--- config.mk ---
export PLATFORM = sky130hd
export DESIGN_NAME = rv_idexe_top
export DESIGN_NICKNAME = d
export VERILOG_FILES = /design/src/design/rv_pkg.sv /design/src/design/decoded_if.sv /design/src/design/instr_decoder.sv /design/src/design/pipereg_id_exe.sv /design/src/design/div_ctrl_fsm.sv /design/src/design/div_step_counter.sv /design/src/design/div_datapath.sv /design/src/design/alu_unit.sv /design/src/design/rv_idexe_top.sv
export VERILOG_INCLUDE_DIRS = /design/src /design/src/design
export SDC_FILE = /design/constraint.sdc
export NUM_CORES = 1
export LEC_CHECK = 0
export BUFFER_PORTS_ARGS = -buffer_cell sky130_fd_sc_hd__buf_4
export CORE_MARGIN = 3
export CORE_UTILIZATION = 33
export DETAILED_ROUTE_END_ITERATION = 12
export HOLD_SLACK_MARGIN = 0.15
export PLACE_DENSITY = 0.47
export SYNTH_ARGS = -nofsm -noshare
export SYNTH_HDL_FRONTEND = slang
export SYNTH_HIERARCHICAL = 1
export SYNTH_SLANG_ARGS = --single-unit
export TNS_END_PERCENT = 20
--- constraint.sdc ---
create_clock -name clk -period 11.34 [get_ports clk]
set_input_delay 2.268 -clock clk [delete_from_list [all_inputs] [get_ports clk]]
set_output_delay 2.268 -clock clk [all_outputs]
set_load 0.02 [all_outputs]
--- src/design/rv_settings.svh ---
`ifndef RV_SETTINGS_SVH
`define RV_SETTINGS_SVH

// datapath width of the integer core
`define RV_XLEN 32

// one quotient bit per divider iteration
`define RV_DIV_STEPS 32

// wide enough to hold RV_DIV_STEPS
`define RV_DIV_CNT_W 6

`endif

--- src/design/rv_pkg.sv ---
`default_nettype none

package rv_pkg;

	// one instruction word, seen as R-type or as I-type
	typedef union packed {
		struct packed {
			logic [6:0] funct7;
			logic [4:0] rs2;
			logic [4:0] rs1;
			logic [2:0] funct3;
			logic [4:0] rd;
			logic [6:0] opcode;
		} r;
		struct packed {
			logic [11:0] imm12;
			logic [4:0]  rs1;
			logic [2:0]  funct3;
			logic [4:0]  rd;
			logic [6:0]  opcode;
		} i;
	} instr_u;

	typedef enum logic [3:0] {
		ADD,
		SUB,
		AND,
		OR,
		XOR,
		SLL,
		SRL,
		SRA,
		SLT,
		SLTU
	} alu_op_e;

	// order matches funct3[1:0] of the M-extension divides
	typedef enum logic [1:0] {
		DIV,
		DIVU,
		REM,
		REMU
	} div_op_e;

	localparam logic [6:0] OPC_OP     = 7'b0110011;
	localparam logic [6:0] OPC_OP_IMM = 7'b0010011;

	// funct7 groups inside OP
	localparam logic [6:0] F7_BASE   = 7'b0000000;
	localparam logic [6:0] F7_ALT    = 7'b0100000;
	localparam logic [6:0] F7_MULDIV = 7'b0000001;

endpackage

`default_nettype wire

--- src/design/decoded_if.sv ---
`timescale 1ns/1ps
`default_nettype none

`include "rv_settings.svh"

interface decoded_if
	import rv_pkg::*;
();
	logic               valid;
	alu_op_e            alu_op;
	logic               div_valid;
	div_op_e            div_op;
	logic [`RV_XLEN-1:0] op_a;
	logic [`RV_XLEN-1:0] op_b;
	logic [4:0]         rd;
	logic               wr_en;

	modport src (output valid, alu_op, div_valid, div_op, op_a, op_b, rd, wr_en);
	modport dst (input valid, alu_op, div_valid, div_op, op_a, op_b, rd, wr_en);

endinterface

`default_nettype wire

--- src/design/instr_decoder.sv ---
`timescale 1ns/1ps
`default_nettype none

`include "rv_settings.svh"

module instr_decoder
	import rv_pkg::*;
(
	input  logic                in_valid,
	input  instr_u              instr,
	input  logic [`RV_XLEN-1:0] op_a,
	input  logic [`RV_XLEN-1:0] op_b,
	decoded_if.src              dec
);

	logic supported;

	always_comb begin
		supported     = 1'b0;
		dec.alu_op    = ADD;
		dec.div_valid = 1'b0;
		dec.div_op    = DIV;
		dec.op_a      = op_a;
		dec.op_b      = op_b;
		dec.rd        = instr.r.rd;
		case (instr.r.opcode)
			OPC_OP: begin
				supported = 1'b1;
				case (instr.r.funct7)
					F7_BASE: begin
						case (instr.r.funct3)
							3'b000: dec.alu_op = ADD;
							3'b001: dec.alu_op = SLL;
							3'b010: dec.alu_op = SLT;
							3'b011: dec.alu_op = SLTU;
							3'b100: dec.alu_op = XOR;
							3'b101: dec.alu_op = SRL;
							3'b110: dec.alu_op = OR;
							default: dec.alu_op = AND;
						endcase
					end
					F7_ALT: begin
						if (instr.r.funct3 == 3'b000) begin
							dec.alu_op = SUB;
						end else if (instr.r.funct3 == 3'b101) begin
							dec.alu_op = SRA;
						end else begin
							supported = 1'b0;
						end
					end
					F7_MULDIV: begin
						// multiplies are not part of this slice
						supported     = instr.r.funct3[2];
						dec.div_valid = 1'b1;
						dec.div_op    = div_op_e'(instr.r.funct3[1:0]);
					end
					default: supported = 1'b0;
				endcase
			end
			OPC_OP_IMM: begin
				supported = 1'b1;
				dec.op_b  = {{(`RV_XLEN-12){instr.i.imm12[11]}}, instr.i.imm12};
				case (instr.i.funct3)
					3'b000: dec.alu_op = ADD;
					3'b010: dec.alu_op = SLT;
					3'b011: dec.alu_op = SLTU;
					3'b100: dec.alu_op = XOR;
					3'b110: dec.alu_op = OR;
					3'b111: dec.alu_op = AND;
					default: begin
						// shift immediates, shamt in imm12[4:0]
						dec.op_b = {{(`RV_XLEN-5){1'b0}}, instr.i.imm12[4:0]};
						if (instr.i.funct3 == 3'b001) begin
							dec.alu_op = SLL;
							supported  = (instr.i.imm12[11:5] == F7_BASE);
						end else if (instr.i.imm12[11:5] == F7_ALT) begin
							dec.alu_op = SRA;
						end else begin
							dec.alu_op = SRL;
							supported  = (instr.i.imm12[11:5] == F7_BASE);
						end
					end
				endcase
			end
			default: supported = 1'b0;
		endcase
		// x0 writes are dropped here, so they never reach execute
		dec.wr_en = supported && (instr.r.rd != 5'd0);
		dec.valid = in_valid && dec.wr_en;
	end

endmodule

`default_nettype wire

--- src/design/pipereg_id_exe.sv ---
`timescale 1ns/1ps
`default_nettype none

module pipereg_id_exe
	import rv_pkg::*;
(
	input  logic   clk,
	input  logic   reset,
	input  logic   en,
	input  logic   stall,
	input  logic   flush,
	decoded_if.dst id,
	decoded_if.src exe
);

	always_ff @(posedge clk) begin
		if (reset || flush) begin
			// bubble
			exe.valid     <= 1'b0;
			exe.alu_op    <= ADD;
			exe.div_valid <= 1'b0;
			exe.div_op    <= DIV;
			exe.op_a      <= '0;
			exe.op_b      <= '0;
			exe.rd        <= 5'd0;
			exe.wr_en     <= 1'b0;
		end else if (en && !stall) begin
			exe.valid     <= id.valid;
			exe.alu_op    <= id.alu_op;
			exe.div_valid <= id.div_valid;
			exe.div_op    <= id.div_op;
			exe.op_a      <= id.op_a;
			exe.op_b      <= id.op_b;
			exe.rd        <= id.rd;
			exe.wr_en     <= id.wr_en;
		end
	end

	// while stalled every field keeps its value

endmodule

`default_nettype wire

--- src/design/div_ctrl_fsm.sv ---
`timescale 1ns/1ps
`default_nettype none

module div_ctrl_fsm (
	input  logic   clk,
	input  logic   reset,
	input  logic   flush,
	decoded_if.dst exe,
	input  logic   last,
	output logic   busy,
	output logic   load,
	output logic   step,
	output logic   done
);

	typedef enum logic [1:0] {
		S_IDLE,
		S_BUSY,
		S_DONE
	} state_e;

	state_e state;
	state_e state_nxt;

	// a divide waiting in execute starts right away
	assign load = (state == S_IDLE) && exe.valid && exe.div_valid;
	assign step = (state == S_BUSY);
	assign done = (state == S_DONE);
	assign busy = load || step;

	always_comb begin
		state_nxt = state;
		case (state)
			S_IDLE: if (load) state_nxt = S_BUSY;
			S_BUSY: if (last) state_nxt = S_DONE;
			default: state_nxt = S_IDLE;
		endcase
		if (flush) begin
			state_nxt = S_IDLE;
		end
	end

	always_ff @(posedge clk) begin
		if (reset) begin
			state <= S_IDLE;
		end else begin
			state <= state_nxt;
		end
	end

endmodule

`default_nettype wire

--- src/design/div_step_counter.sv ---
`timescale 1ns/1ps
`default_nettype none

`include "rv_settings.svh"

module div_step_counter (
	input  logic clk,
	input  logic reset,
	input  logic load,
	input  logic step,
	output logic last
);

	logic [`RV_DIV_CNT_W-1:0] cnt;

	always_ff @(posedge clk) begin
		if (reset || load) begin
			cnt <= '0;
		end else if (step) begin
			cnt <= cnt + 1'b1;
		end
	end

	// high during the final iteration
	assign last = step && (cnt == `RV_DIV_CNT_W'(`RV_DIV_STEPS - 1));

endmodule

`default_nettype wire

--- src/design/div_datapath.sv ---
`timescale 1ns/1ps
`default_nettype none

`include "rv_settings.svh"

module div_datapath
	import rv_pkg::*;
(
	input  logic                clk,
	input  logic                reset,
	input  logic                load,
	input  logic                step,
	decoded_if.dst              exe,
	output logic [`RV_XLEN-1:0] div_result
);

	logic [`RV_XLEN-1:0] quot_r;
	logic [`RV_XLEN-1:0] rem_r;
	logic [`RV_XLEN-1:0] divisor_r;
	logic [`RV_XLEN-1:0] dividend_r;
	logic                neg_q_r;
	logic                neg_r_r;
	logic                zero_r;
	logic                is_signed;
	logic [`RV_XLEN-1:0] mag_a;
	logic [`RV_XLEN-1:0] mag_b;
	logic [`RV_XLEN:0]   trial;
	logic [`RV_XLEN-1:0] q_fix;
	logic [`RV_XLEN-1:0] r_fix;

	assign is_signed = (exe.div_op == DIV) || (exe.div_op == REM);
	assign mag_a     = (is_signed && exe.op_a[`RV_XLEN-1]) ? -exe.op_a : exe.op_a;
	assign mag_b     = (is_signed && exe.op_b[`RV_XLEN-1]) ? -exe.op_b : exe.op_b;

	// partial remainder with the next dividend bit shifted in
	assign trial = {rem_r, quot_r[`RV_XLEN-1]} - {1'b0, divisor_r};

	always_ff @(posedge clk) begin
		if (load) begin
			quot_r     <= mag_a;
			rem_r      <= '0;
			divisor_r  <= mag_b;
			dividend_r <= exe.op_a;
		end else if (step) begin
			if (!trial[`RV_XLEN]) begin
				rem_r  <= trial[`RV_XLEN-1:0];
				quot_r <= {quot_r[`RV_XLEN-2:0], 1'b1};
			end else begin
				rem_r  <= {rem_r[`RV_XLEN-2:0], quot_r[`RV_XLEN-1]};
				quot_r <= {quot_r[`RV_XLEN-2:0], 1'b0};
			end
		end
	end

	always_ff @(posedge clk) begin
		if (reset) begin
			neg_q_r <= 1'b0;
			neg_r_r <= 1'b0;
			zero_r  <= 1'b0;
		end else if (load) begin
			neg_q_r <= is_signed && (exe.op_a[`RV_XLEN-1] ^ exe.op_b[`RV_XLEN-1]);
			neg_r_r <= is_signed && exe.op_a[`RV_XLEN-1];
			zero_r  <= (exe.op_b == '0);
		end
	end

	// most negative / -1 needs no special case, the negated magnitude wraps back
	always_comb begin
		q_fix = neg_q_r ? -quot_r : quot_r;
		r_fix = neg_r_r ? -rem_r : rem_r;
		if (zero_r) begin
			q_fix = '1;
			r_fix = dividend_r;
		end
		case (exe.div_op)
			DIV, DIVU: div_result = q_fix;
			default:   div_result = r_fix;
		endcase
	end

endmodule

`default_nettype wire

--- src/design/alu_unit.sv ---
`timescale 1ns/1ps
`default_nettype none

`include "rv_settings.svh"

module alu_unit
	import rv_pkg::*;
(
	decoded_if.dst              exe,
	input  logic                done,
	input  logic [`RV_XLEN-1:0] div_result,
	output logic                res_valid,
	output logic [4:0]          res_rd,
	output logic [`RV_XLEN-1:0] res_data
);

	logic [`RV_XLEN-1:0] alu_result;
	logic [4:0]          shamt;

	assign shamt = exe.op_b[4:0];

	always_comb begin
		case (exe.alu_op)
			ADD:  alu_result = exe.op_a + exe.op_b;
			SUB:  alu_result = exe.op_a - exe.op_b;
			AND:  alu_result = exe.op_a & exe.op_b;
			OR:   alu_result = exe.op_a | exe.op_b;
			XOR:  alu_result = exe.op_a ^ exe.op_b;
			SLL:  alu_result = exe.op_a << shamt;
			SRL:  alu_result = exe.op_a >> shamt;
			SRA:  alu_result = $signed(exe.op_a) >>> shamt;
			SLT:  alu_result = {{(`RV_XLEN-1){1'b0}}, $signed(exe.op_a) < $signed(exe.op_b)};
			SLTU: alu_result = {{(`RV_XLEN-1){1'b0}}, exe.op_a < exe.op_b};
			default: alu_result = '0;
		endcase
	end

	// divides report only once the divider finishes
	assign res_valid = (exe.valid && exe.wr_en && !exe.div_valid) || done;
	assign res_rd    = exe.rd;
	assign res_data  = done ? div_result : alu_result;

endmodule

`default_nettype wire

--- src/design/rv_idexe_top.sv ---
`timescale 1ns/1ps
`default_nettype none

`include "rv_settings.svh"

module rv_idexe_top (
	input  logic                clk,
	input  logic                reset,
	input  logic                in_valid,
	input  logic [31:0]         instr,
	input  logic [`RV_XLEN-1:0] op_a,
	input  logic [`RV_XLEN-1:0] op_b,
	input  logic                flush,
	output logic                busy,
	output logic                res_valid,
	output logic [4:0]          res_rd,
	output logic [`RV_XLEN-1:0] res_data
);

	logic                load;
	logic                step;
	logic                done;
	logic                last;
	logic [`RV_XLEN-1:0] div_result;

	decoded_if id_bus ();
	decoded_if exe_bus ();

	instr_decoder instr_decoder_i (
		.in_valid (in_valid),
		.instr    (instr),
		.op_a     (op_a),
		.op_b     (op_b),
		.dec      (id_bus.src)
	);

	// register loads every cycle unless the divider holds the front
	pipereg_id_exe pipereg_id_exe_i (
		.clk   (clk),
		.reset (reset),
		.en    (1'b1),
		.stall (busy),
		.flush (flush),
		.id    (id_bus.dst),
		.exe   (exe_bus.src)
	);

	div_ctrl_fsm div_ctrl_fsm_i (
		.clk   (clk),
		.reset (reset),
		.flush (flush),
		.exe   (exe_bus.dst),
		.last  (last),
		.busy  (busy),
		.load  (load),
		.step  (step),
		.done  (done)
	);

	div_step_counter div_step_counter_i (
		.clk   (clk),
		.reset (reset),
		.load  (load),
		.step  (step),
		.last  (last)
	);

	div_datapath div_datapath_i (
		.clk        (clk),
		.reset      (reset),
		.load       (load),
		.step       (step),
		.exe        (exe_bus.dst),
		.div_result (div_result)
	);

	alu_unit alu_unit_i (
		.exe        (exe_bus.dst),
		.done       (done),
		.div_result (div_result),
		.res_valid  (res_valid),
		.res_rd     (res_rd),
		.res_data   (res_data)
	);

endmodule

`default_nettype wire

# --- Word level (Yosys, flattened, before mapping) ---
# Index checks and enable logic that the tools add are counted.
classes:
  add_sub_neg: 8
  order_cmp: 2
  n_eq_ne: 27
  n_shift: 3
  muxes: 37
  bitwise: 4
  n_reduce_logical: 28
op_table:
  columns: ["op", "count"]
  rows:
  - ["two-way mux 32 bit", 13]
  - ["one-hot mux 32 bit (10 select lines)", 1]
  - ["negation 32 bit", 4]
  - ["< comparator 32 bit", 2]
  - ["subtractor 33 x 32 -> 33 bit", 1]
  - ["adder 32 bit", 1]
  - ["bitwise AND 32 bit", 1]
  - ["logical NOT 32 bit", 1]
  - ["bitwise OR 32 bit", 1]
  - ["left shift 32 x 5 -> 32 bit", 1]
  - [">> shifter 32 x 5 -> 32 bit", 1]
  - [">>> shifter 32 x 5 -> 32 bit", 1]
  - ["subtractor 32 bit", 1]
  - ["bitwise XOR 32 bit", 1]
  - ["one-hot mux 4 bit (7 select lines)", 1]
  - ["one-hot mux 4 bit (6 select lines)", 1]
  - ["== test 4 x 3 -> 1 bit (second input constant)", 4]
  - ["one-hot mux 4 bit (2 select lines)", 2]
  - ["== test 7 x 6 -> 1 bit (second input constant)", 2]
  - ["== test 3 bit (second input constant)", 4]
  - ["logical AND 1 bit", 10]
  - ["two-way mux 1 bit", 9]
  - ["== test 4 x 2 -> 1 bit (second input constant)", 2]
  - ["== test 4 bit (second input constant)", 2]
  - ["28 further kinds", 42]
totals:
  register_bits: 217
  inputBits: 100
  output_inout_bits: 39
  wordCells: 126

# --- Depth between registers and ports, before layout ---
# Gate-level depths: netlist (run 1).
depth:
  depth_word: 7
  depth_mapped: 16
  depth_no_buf: 16

# --- Modules after synthesis ---
# The synthesis (run 1) kept the hierarchy.
modules_own_cells:
  columns: ["module", "instances", "cells_each", "area_each_um2", "seq_area_each_um2"]
  rows:
  - ["div_datapath", 1, 1174, 10024.6, 3583.4]
  - ["alu_unit", 1, 1355, 9170.0, 0.0]
  - ["pipereg_id_exe", 1, 342, 2808.9, 1561.5]
  - ["instr_decoder", 1, 138, 914.6, 0.0]
  - ["div_step_counter", 1, 27, 256.5, 120.1]
  - ["div_ctrl_fsm", 1, 11, 113.9, 40.0]
  - ["rv_idexe_top", 1, 1, 3.8, 0.0]

# --- Worst setup path before layout (run 1) ---
# OpenSTA, ideal clock, no wires.
synth_timing:
  path_type: "reg-to-output"
  startpoint: "reg pipereg_id_exe_i.exe.op_b[2]"
  endpoint: "out res_data[30]"
  arrival_ps: 3750
  t_required_ps: 9072
  slack_ps: 5322
  stages_incl_launch_ff: 14
  n_path_buf: 2
  path_cell_list: "dfxtp_1 -> inv_1 -> buf_1 -> buf_1 -> ha_1 -> nand2b_1 -> a221oi_1 -> a221o_1 -> a31oi_1 -> o21ai_0 -> a31oi_1 -> o31ai_1 -> xor2_1 -> o31ai_1"
synth_between:
  elab_chain_len: 3
  word_cells_on_any_way: 7
  cone_classes: "add/sub: 2; shift: 3; mux: 2"
synth_rtl:
  columns: ["element", "line_no", "text"]
  rows:
  - ["from (decl)", "decoded_if.sv:18", "modport src (output valid, alu_op, div_valid, div_op, op_a, op_b, rd, wr_en);"]
  - ["subtractor 32 bit, or another cell as far along", "alu_unit.sv:25", "SUB: alu_result = exe.op_a - exe.op_b;"]
  - ["one-hot mux 32 bit (10 select lines) *", "alu_unit.sv:23", "case (exe.alu_op)"]
  - ["two-way mux 32 bit *", "alu_unit.sv:41", "assign res_data = done ? div_result : alu_result;"]
  - ["to (decl)", "rv_idexe_top.sv:17", "output logic [`RV_XLEN-1:0] res_data"]
# Every way passes the cells marked *; elsewhere a longest branch is shown, timed or not.

# --- Worst setup path after layout (run 1) ---
layout_timing:
  startpoint: "reg pipereg_id_exe_i.exe.op_b[1]"
  endpoint: "out res_data[30]"
# The elaborated chain is that of the path after synthesis.

==> impl_metrics.py, run 1 <==
metrics = {
    "run_status": {
        "outcome": "finished, final reports clean",
    },
    "yosys": {
        "synth-xor-area-share": 0.0568,
        "synth-compound-area-share": 0.280,
        "netlist_instances": 3048,
        "ys_ff_latch": 217,
        "synth_top_family_by_area": "compound AO/OA/AOI/OAI gates",
        "synth_fa_ha_area_frac": 0.0762,
        "avgSynthCellArea_um2": 7.64,
        "synth-edff-count": 96,
        "ys.flop_type": "dfxtp_1",
        "async_reset_ff_frac": 0,
        "ys_warn_count": 6,
        "yosys-mux-area-fraction": 0.0797,
        "yosysSeqAreaShare": 0.228,
        "synthesis.area_um2": 23300,
        "synth-simple-area-share": 0.200,
        "ys_types": 103,
    },
    "detailed_routing": {
        "first_pass_iters": 6,
        "wirelength_um": 109000,
        "drc": 0,
        "drt_iter0_drc": 2672,
        "num_vias": 24285,
        "wl_met2_um": 48400,
        "highest_layer": "met4",
        "wl_per_cell_um": 27.3,
        "met1_length_um": 47800,
        "vias_per_cell": 6.09,
        "postRouteAntennaNets": 0,
        "wl_met3_um": 7410,
    },
    "clocking": {
        "cts_hold_buffers": 0,
        "clk_latency_ns": 0.61,
        "clock-sinks": 217,
        "tritoncts": "built",
        "h-tree-depth": 1,
        "clockRootBuffer": "clkbuf_16",
        "cts.clk_slew.worst_paths_ns": 0.07,
        "postCtsSetupRepairBufs": 0,
        "cts_buffer_depth": 3,
        "post_cts_resized": 0,
        "numCtsBuffers": 29,
    },
    "timing": {
        "period_minus_slack_ns": 8.56,
        "hold_ws_ns": 0.462,
        "fmax_mhz": 117,
        "tns_ns": 0,
        "rsz0062_at_grt": "false",
        "setup_viol": 0,
        "drv_slew": 0,
        "finalHoldViolCount": 0,
        "tightest_slew_ns": 1.39,
        "post-route-period-util": 0.755,
        "slew_headroom": 0.0717,
        "finClkSkew_ns": 0.0271,
    },
    "critical_path": {
        "cp.arrival_ns": 6.29,
        "reg2reg_depth": 12,
        "worstSetupPathType": "register to primary output",
        "worstPathMaxFanout": 34,
        "path_cells": "buf_4 -> clkinv_1 -> fa_1 -> nand2b_1 -> a221oi_1 -> a221o_1 -> a31oi_1 -> o21ai_0 -> a31oi_1 -> o31ai_1 -> xor2_1 -> o31ai_1 -> buf_4",
        "critPathLaunchType": "register",
        "timing.critical_path.max_delay_family": "compound AO/OA/AOI/OAI gates",
        "cp_num_cells": 13,
        "cp_num_buf_inv": 3,
        "critical_path.slowest_cell": "clkinv_1",
        "cp-end-kind": "primary output",
        "max_stage_delay_ns": 0.81,
        "critPathRequiredTime_ns": 9.07,
    },
    "floorplanning": {
        "start_util": 0.336,
        "dieArea_um2": 73800,
        "ios": 139,
        "die_w_um": 272,
        "rows": 96,
        "die_y_um": 272,
        "core_area_um2": 69300,
    },
    "finish": {
        "drive_gt1_frac": 0.130,
        "filler_cell_count": 7313,
        "finalNetCount": 3275,
        "area_growth_pct": 10.9,
        "layout_common_cells": "417 x nand2_1, 306 x a21oi_1, 304 x nor2_1, 209 x buf_4, 174 x o21ai_0",
        "instances_no_fill": 3990,
        "final_common_cell": "nand2_1",
    },
    "global_route": {
        "grt_overflow_total": 0,
        "grt_start_max_net_pins": 98,
        "antenna_found_initial": 3,
        "grt_pass1_wl_um": 157000,
        "track_usage": 0.281,
        "grt_pass1_vias": 22826,
    },
    "pwr": {
        "ir_worst_vdd_mv": 0.0823,
        "power_density_nw_per_um2": 93.3,
        "leakage_uw": 0.00971,
    },
    "hold_path": {
        "whs_path_depth": 2,
        "min_path_type": "register to register",
    },
    "placed_design": {
        "dp_hpwl_um": 80800,
        "dp.cells": 3934,
        "port_buffers": 133,
        "gp_congestion": 1.01,
    },
    "run": {
        "cap_violations": 0,
    },
}
==> flip-flops by register name, indices dropped and copies added (netlist names) <==
register,cells
div_ctrl_fsm_i/state,2
div_datapath_i/dividend_r,32
div_datapath_i/divisor_r,32
div_datapath_i/neg_q_r,1
div_datapath_i/neg_r_r,1
div_datapath_i/quot_r,32
div_datapath_i/rem_r,32
div_datapath_i/zero_r,1
div_step_counter_i/cnt,6
pipereg_id_exe_i/exe.alu_op,4
pipereg_id_exe_i/exe.div_op,2
pipereg_id_exe_i/exe.div_valid,1
pipereg_id_exe_i/exe.op_a,32
pipereg_id_exe_i/exe.op_b,32
pipereg_id_exe_i/exe.rd,5
pipereg_id_exe_i/exe.valid,1
pipereg_id_exe_i/exe.wr_en,1
==> layer usage <==
metal  GRT usage  vias to the layer above
li1            -                    11061
met1       0.388                    11950
met2       0.446                     1067
met3      0.0331                      207
met4       0.116                        0
met5           0                        -
==> power breakdown <==
group	switching [uW]	internal, uW	total [uW]	leakage (uW)
clock network	387	579	965	0.000476
registers	37.7	829	867	0.00186
logic	368	209	577	0.00738
==> metrics by stage <==
step           setup slack [ns]  power [uW]   util  instance area (um^2)
3_3_place_gp               3.59        1440  0.358                 24800
2_1_floorplan              5.32        1250      -                 23300
6_report                   2.78        2410  0.373                 25800
4_1_cts                    2.88        2420  0.372                 25800
5_1_grt                    2.62        2510  0.373                 25800
3_5_place_dp               3.54        1450  0.358                 24800
==> synthesized netlist by cell type (all sizes together), types with 10 or more instances <==
library cell | instances | area, um^2
nand2 | 417 | 1570
a21oi | 328 | 1720
nor2 | 304 | 1140
o21ai | 177 | 886
inv | 157 | 589
clkbuf | 143 | 541
ha | 137 | 1710
dfxtp | 121 | 2420
buf | 111 | 717
edfxtp | 96 | 2880
xor2 | 77 | 674
xnor2 | 74 | 648
a21o | 63 | 473
mux4 | 54 | 1220
nor3 | 54 | 275
mux2i | 50 | 504
nand3 | 49 | 245
o31ai | 41 | 308
a211oi | 32 | 245
or3 | 31 | 204
nand2b | 28 | 175
a311oi | 27 | 249
o22ai | 26 | 163
a221oi | 24 | 216
a31oi | 23 | 144
o22a | 23 | 201
nor2b | 22 | 138
nor4 | 22 | 153
o211ai | 22 | 165
a221o | 20 | 200
and3 | 19 | 119
o41ai | 19 | 174
o21bai | 18 | 135
a22oi | 17 | 128
or4 | 17 | 139
nand4 | 15 | 100
o221ai | 14 | 123
mux2 | 12 | 135
or2 | 12 | 75.1
and2 | 10 | 62.6
o21a | 10 | 75.1
==> worst register-to-register path, stage by stage (launching register included) <==
cell and delay [ns]:
edfxtp_1 0.41, inv_1 0.12, ha_1 0.25, fa_1 0.40
nand2b_1 0.23, a21o_1 0.21, a211o_1 0.34, a211oi_2 0.35
mux2i_2 0.49, and2_1 0.90, buf_4 0.36, nand2_1 0.07
a311oi_1 0.28
==> cells by family (layout without fill, tap and decap cells) <==
group	count (synthesis)	count (layout)
AND/OR/NAND/NOR	1030	1030
multiplexers	116	116
AO/OA/AOI/OAI	981	981
adder cells (fa/ha/maj)	140	140
XOR/XNOR	151	151
buffers and inverters	412	421
other	1	3
flip-flops	217	217
==> worst paths after layout <==
kind                                                   start                    endpoint  slack [ns]
worst max register to register     div_datapath_i/quot_r[31]     div_datapath_i/rem_r[9]        6.85
worst min-delay path              pipereg_id_exe_i/exe.rd[1]  pipereg_id_exe_i/exe.rd[1]        0.46
worst max-delay path            pipereg_id_exe_i/exe.op_b[1]                res_data[30]        2.78
worst min register to register    pipereg_id_exe_i/exe.rd[1]  pipereg_id_exe_i/exe.rd[1]        0.46
==> final cells by class <==
class	instances	area [um^2]	share of cell area
timing repair buffer	209	1570	0.0608
tap	931	1160	0.0451
sequential	217	5310	0.206
clock inverter	5	92.6	0.00359
clock buffer	49	892	0.0345
antenna	1	2.50	0.0000969
inverter	158	598	0.0232
multi-input combinational	2420	16200	0.627
(Power assumes the default switching activity.)
==> run 2: changes to the inputs <==
--- a/config.mk
+++ b/config.mk
@@ -11,7 +11,7 @@
 export CORE_UTILIZATION = 33
 export DETAILED_ROUTE_END_ITERATION = 12
 export HOLD_SLACK_MARGIN = 0.15
-export PLACE_DENSITY = 0.47
+export PLACE_DENSITY = 0.49
 export SYNTH_ARGS = -nofsm -noshare
 export SYNTH_HDL_FRONTEND = slang
 export SYNTH_HIERARCHICAL = 1
==> constraint.sdc (replaced) <==
create_clock -name clk -period 7 [get_ports clk]
set_input_delay 1.4 -clock clk [delete_from_list [all_inputs] [get_ports clk]]
set_output_delay 1.4 -clock clk [all_outputs]
set_load 0.02 [all_outputs]
==> run 2 against run 1 <==
  * The run now ends with capacitance limit, slew limit left
  * First-iteration DRC count is 1.0% higher
  * Non-clock buffer count up 27
  * Die area stayed put
  * Critical path depth rose by 1
  * Sequential share of layout area is 0.18 points lower
  * Hold slack improved by 0.0044 ns
  * Global-route usage grew 0.72 points
  * Register-to-register slack lost 4.3 ns
  * Largest power group unchanged
  * Highest routed layer is now met5
==> impl_metrics.py, run 2 (synthesis gave the netlist of run 1 again) <==
metrics = {
    "finish": {
        "seq_area_um2": 5310,
        "area_growth_pct": 11.9,
        "filler_cell_count": 7293,
        "finalNetCount": 3303,
        "final_common_cell": "nand2_1",
        "drive_gt1_frac": 0.140,
        "diodes": 0,
        "layout_common_cells": "417 x nand2_1, 306 x a21oi_1, 304 x nor2_1, 236 x buf_4, 174 x o21ai_0",
        "multi_input_area_um2": 16200,
    },
    "clocking": {
        "clk_latency_ns": 0.59,
        "tritoncts": "built",
        "clock-sinks": 217,
        "cts.clk_slew.worst_paths_ns": 0.06,
        "cts_buffer_depth": 3,
        "cts_hold_buffers": 0,
        "postCtsSetupRepairBufs": 0,
        "clockRootBuffer": "clkbuf_16",
        "h-tree-depth": 1,
        "post_cts_resized": 0,
        "numCtsBuffers": 30,
    },
    "timing": {
        "rsz0062_at_grt": "false",
        "fmax_mhz": 145,
        "tightest_slew_ns": 1.51,
        "finalHoldViolCount": 0,
        "period_minus_slack_ns": 6.89,
        "setup_viol": 0,
        "tns_ns": 0,
        "slew_headroom": -0.0119,
        "drv_slew": 2,
        "post-route-period-util": 0.984,
        "finClkSkew_ns": 0.0126,
    },
    "critical_path": {
        "cp-end-kind": "primary output",
        "worstPathMaxFanout": 5,
        "worstSetupPathType": "register to primary output",
        "critPathLaunchType": "register",
        "max_stage_delay_ns": 1.25,
        "critical_path.slowest_cell": "a2111oi_1",
        "path_cells": "inv_1 -> ha_1 -> inv_1 -> fa_1 -> nand2b_1 -> a221oi_1 -> a221o_1 -> a211oi_1 -> nor2_1 -> o32a_1 -> nor2_1 -> a2111oi_1 -> o21ai_0 -> buf_4",
        "cp.arrival_ns": 5.49,
        "critPathRequiredTime_ns": 5.60,
        "reg2reg_depth": 12,
    },
    "detailed_routing": {
        "wirelength_um": 112000,
        "drc": 0,
        "vias_per_cell": 6.10,
        "num_vias": 24522,
        "drt_iter0_drc": 2700,
        "postRouteAntennaNets": 0,
        "first_pass_iters": 8,
        "wl_per_cell_um": 27.8,
    },
    "floorplanning": {
        "rows": 96,
        "dieArea_um2": 73800,
        "core_area_um2": 69300,
        "die_y_um": 272,
        "start_util": 0.336,
        "ios": 139,
        "die_w_um": 272,
    },
    "run_status": {
        "outcome": "finished, violations left",
        "violations": "capacitance limit, slew limit",
    },
    "global_route": {
        "grt_start_max_net_pins": 98,
        "grt_pass1_vias": 22907,
        "antenna_found_initial": 3,
        "track_usage": 0.289,
        "grt_overflow_total": 0,
        "grt_pass1_wl_um": 160000,
    },
    "placed_design": {
        "dp_hpwl_um": 84500,
        "gp_congestion": 1.05,
        "port_buffers": 133,
    },
    "pwr": {
        "leakage_uw": 0.00987,
        "ir_worst_vdd_mv": 0.183,
        "total_power_uw": 3960,
        "power_density_nw_per_um2": 152,
    },
    "hold_path": {
        "whs_path_depth": 2,
        "min_path_type": "register to register",
    },
    "run": {
        "cap_violations": 1,
    },
}
run 2: worst max-delay path, delay by kind of cell (launching register included):
kind,cells,cell delay (ns)
flip-flops,1,0.54
adder cells (fa/ha/maj),2,0.46
AO/OA/AOI/OAI,6,2.83
buffers and inverters,3,0.53
AND/OR/NAND/NOR,3,0.53
run 2: stage by stage:
| stage | hold slack [ns] | area, um^2 | instances | setup WS (ns) | util |
|---|---|---|---|---|---|
| after global routing | 0.491 | 26100 | 4018 | 0.0845 | 0.376 |
| after CTS | 0.467 | 26100 | 4018 | 0.393 | 0.376 |
| after global placement | 0.448 | 25000 | 3962 | 1.04 | 0.361 |
| after detailed placement | 0.451 | 25000 | 3962 | 1.03 | 0.361 |
| after floorplan | 0.435 | 23300 | 3049 | 1.85 | - |
| final | 0.466 | 26100 | 4018 | 0.110 | 0.376 |
run 2: layer usage:
| layer | vias to the layer above | track usage | part of all wire |
|---|---|---|---|
| li1 | 11124 | - | - |
| met1 | 12024 | 0.396 | 0.43 |
| met2 | 1153 | 0.448 | 0.44 |
| met3 | 215 | 0.0498 | 0.081 |
| met4 | 6 | 0.117 | 0.049 |
| met5 | - | 0 | 0.00035 |
run 2: final cells by class:
| type | instances | area share |
|---|---|---|
| clock buffer | 37 | 0.0326 |
| clock inverter | 19 | 0.00687 |
| inverter | 158 | 0.0230 |
| multi-input combinational | 2420 | 0.621 |
| sequential | 217 | 0.204 |
| tap | 931 | 0.0447 |
| timing repair buffer | 236 | 0.0680 |
run 2: final timing paths:
check	from	to	slack [ns]
setup / recovery	pipereg_id_exe_i/exe.op_a[0]	res_data[16]	0.11
hold / removal	pipereg_id_exe_i/exe.rd[2]	pipereg_id_exe_i/exe.rd[2]	0.47
setup reg to reg	div_datapath_i/quot_r[31]	div_datapath_i/rem_r[11]	2.55
hold reg to reg	pipereg_id_exe_i/exe.rd[2]	pipereg_id_exe_i/exe.rd[2]	0.47
run 2: report_power, final:
group / switching [uW] / internal (uW)
Combinational: 622 / 350
Sequential: 49.5 / 1340
Clock: 635 / 966
Total: 1310 / 2660
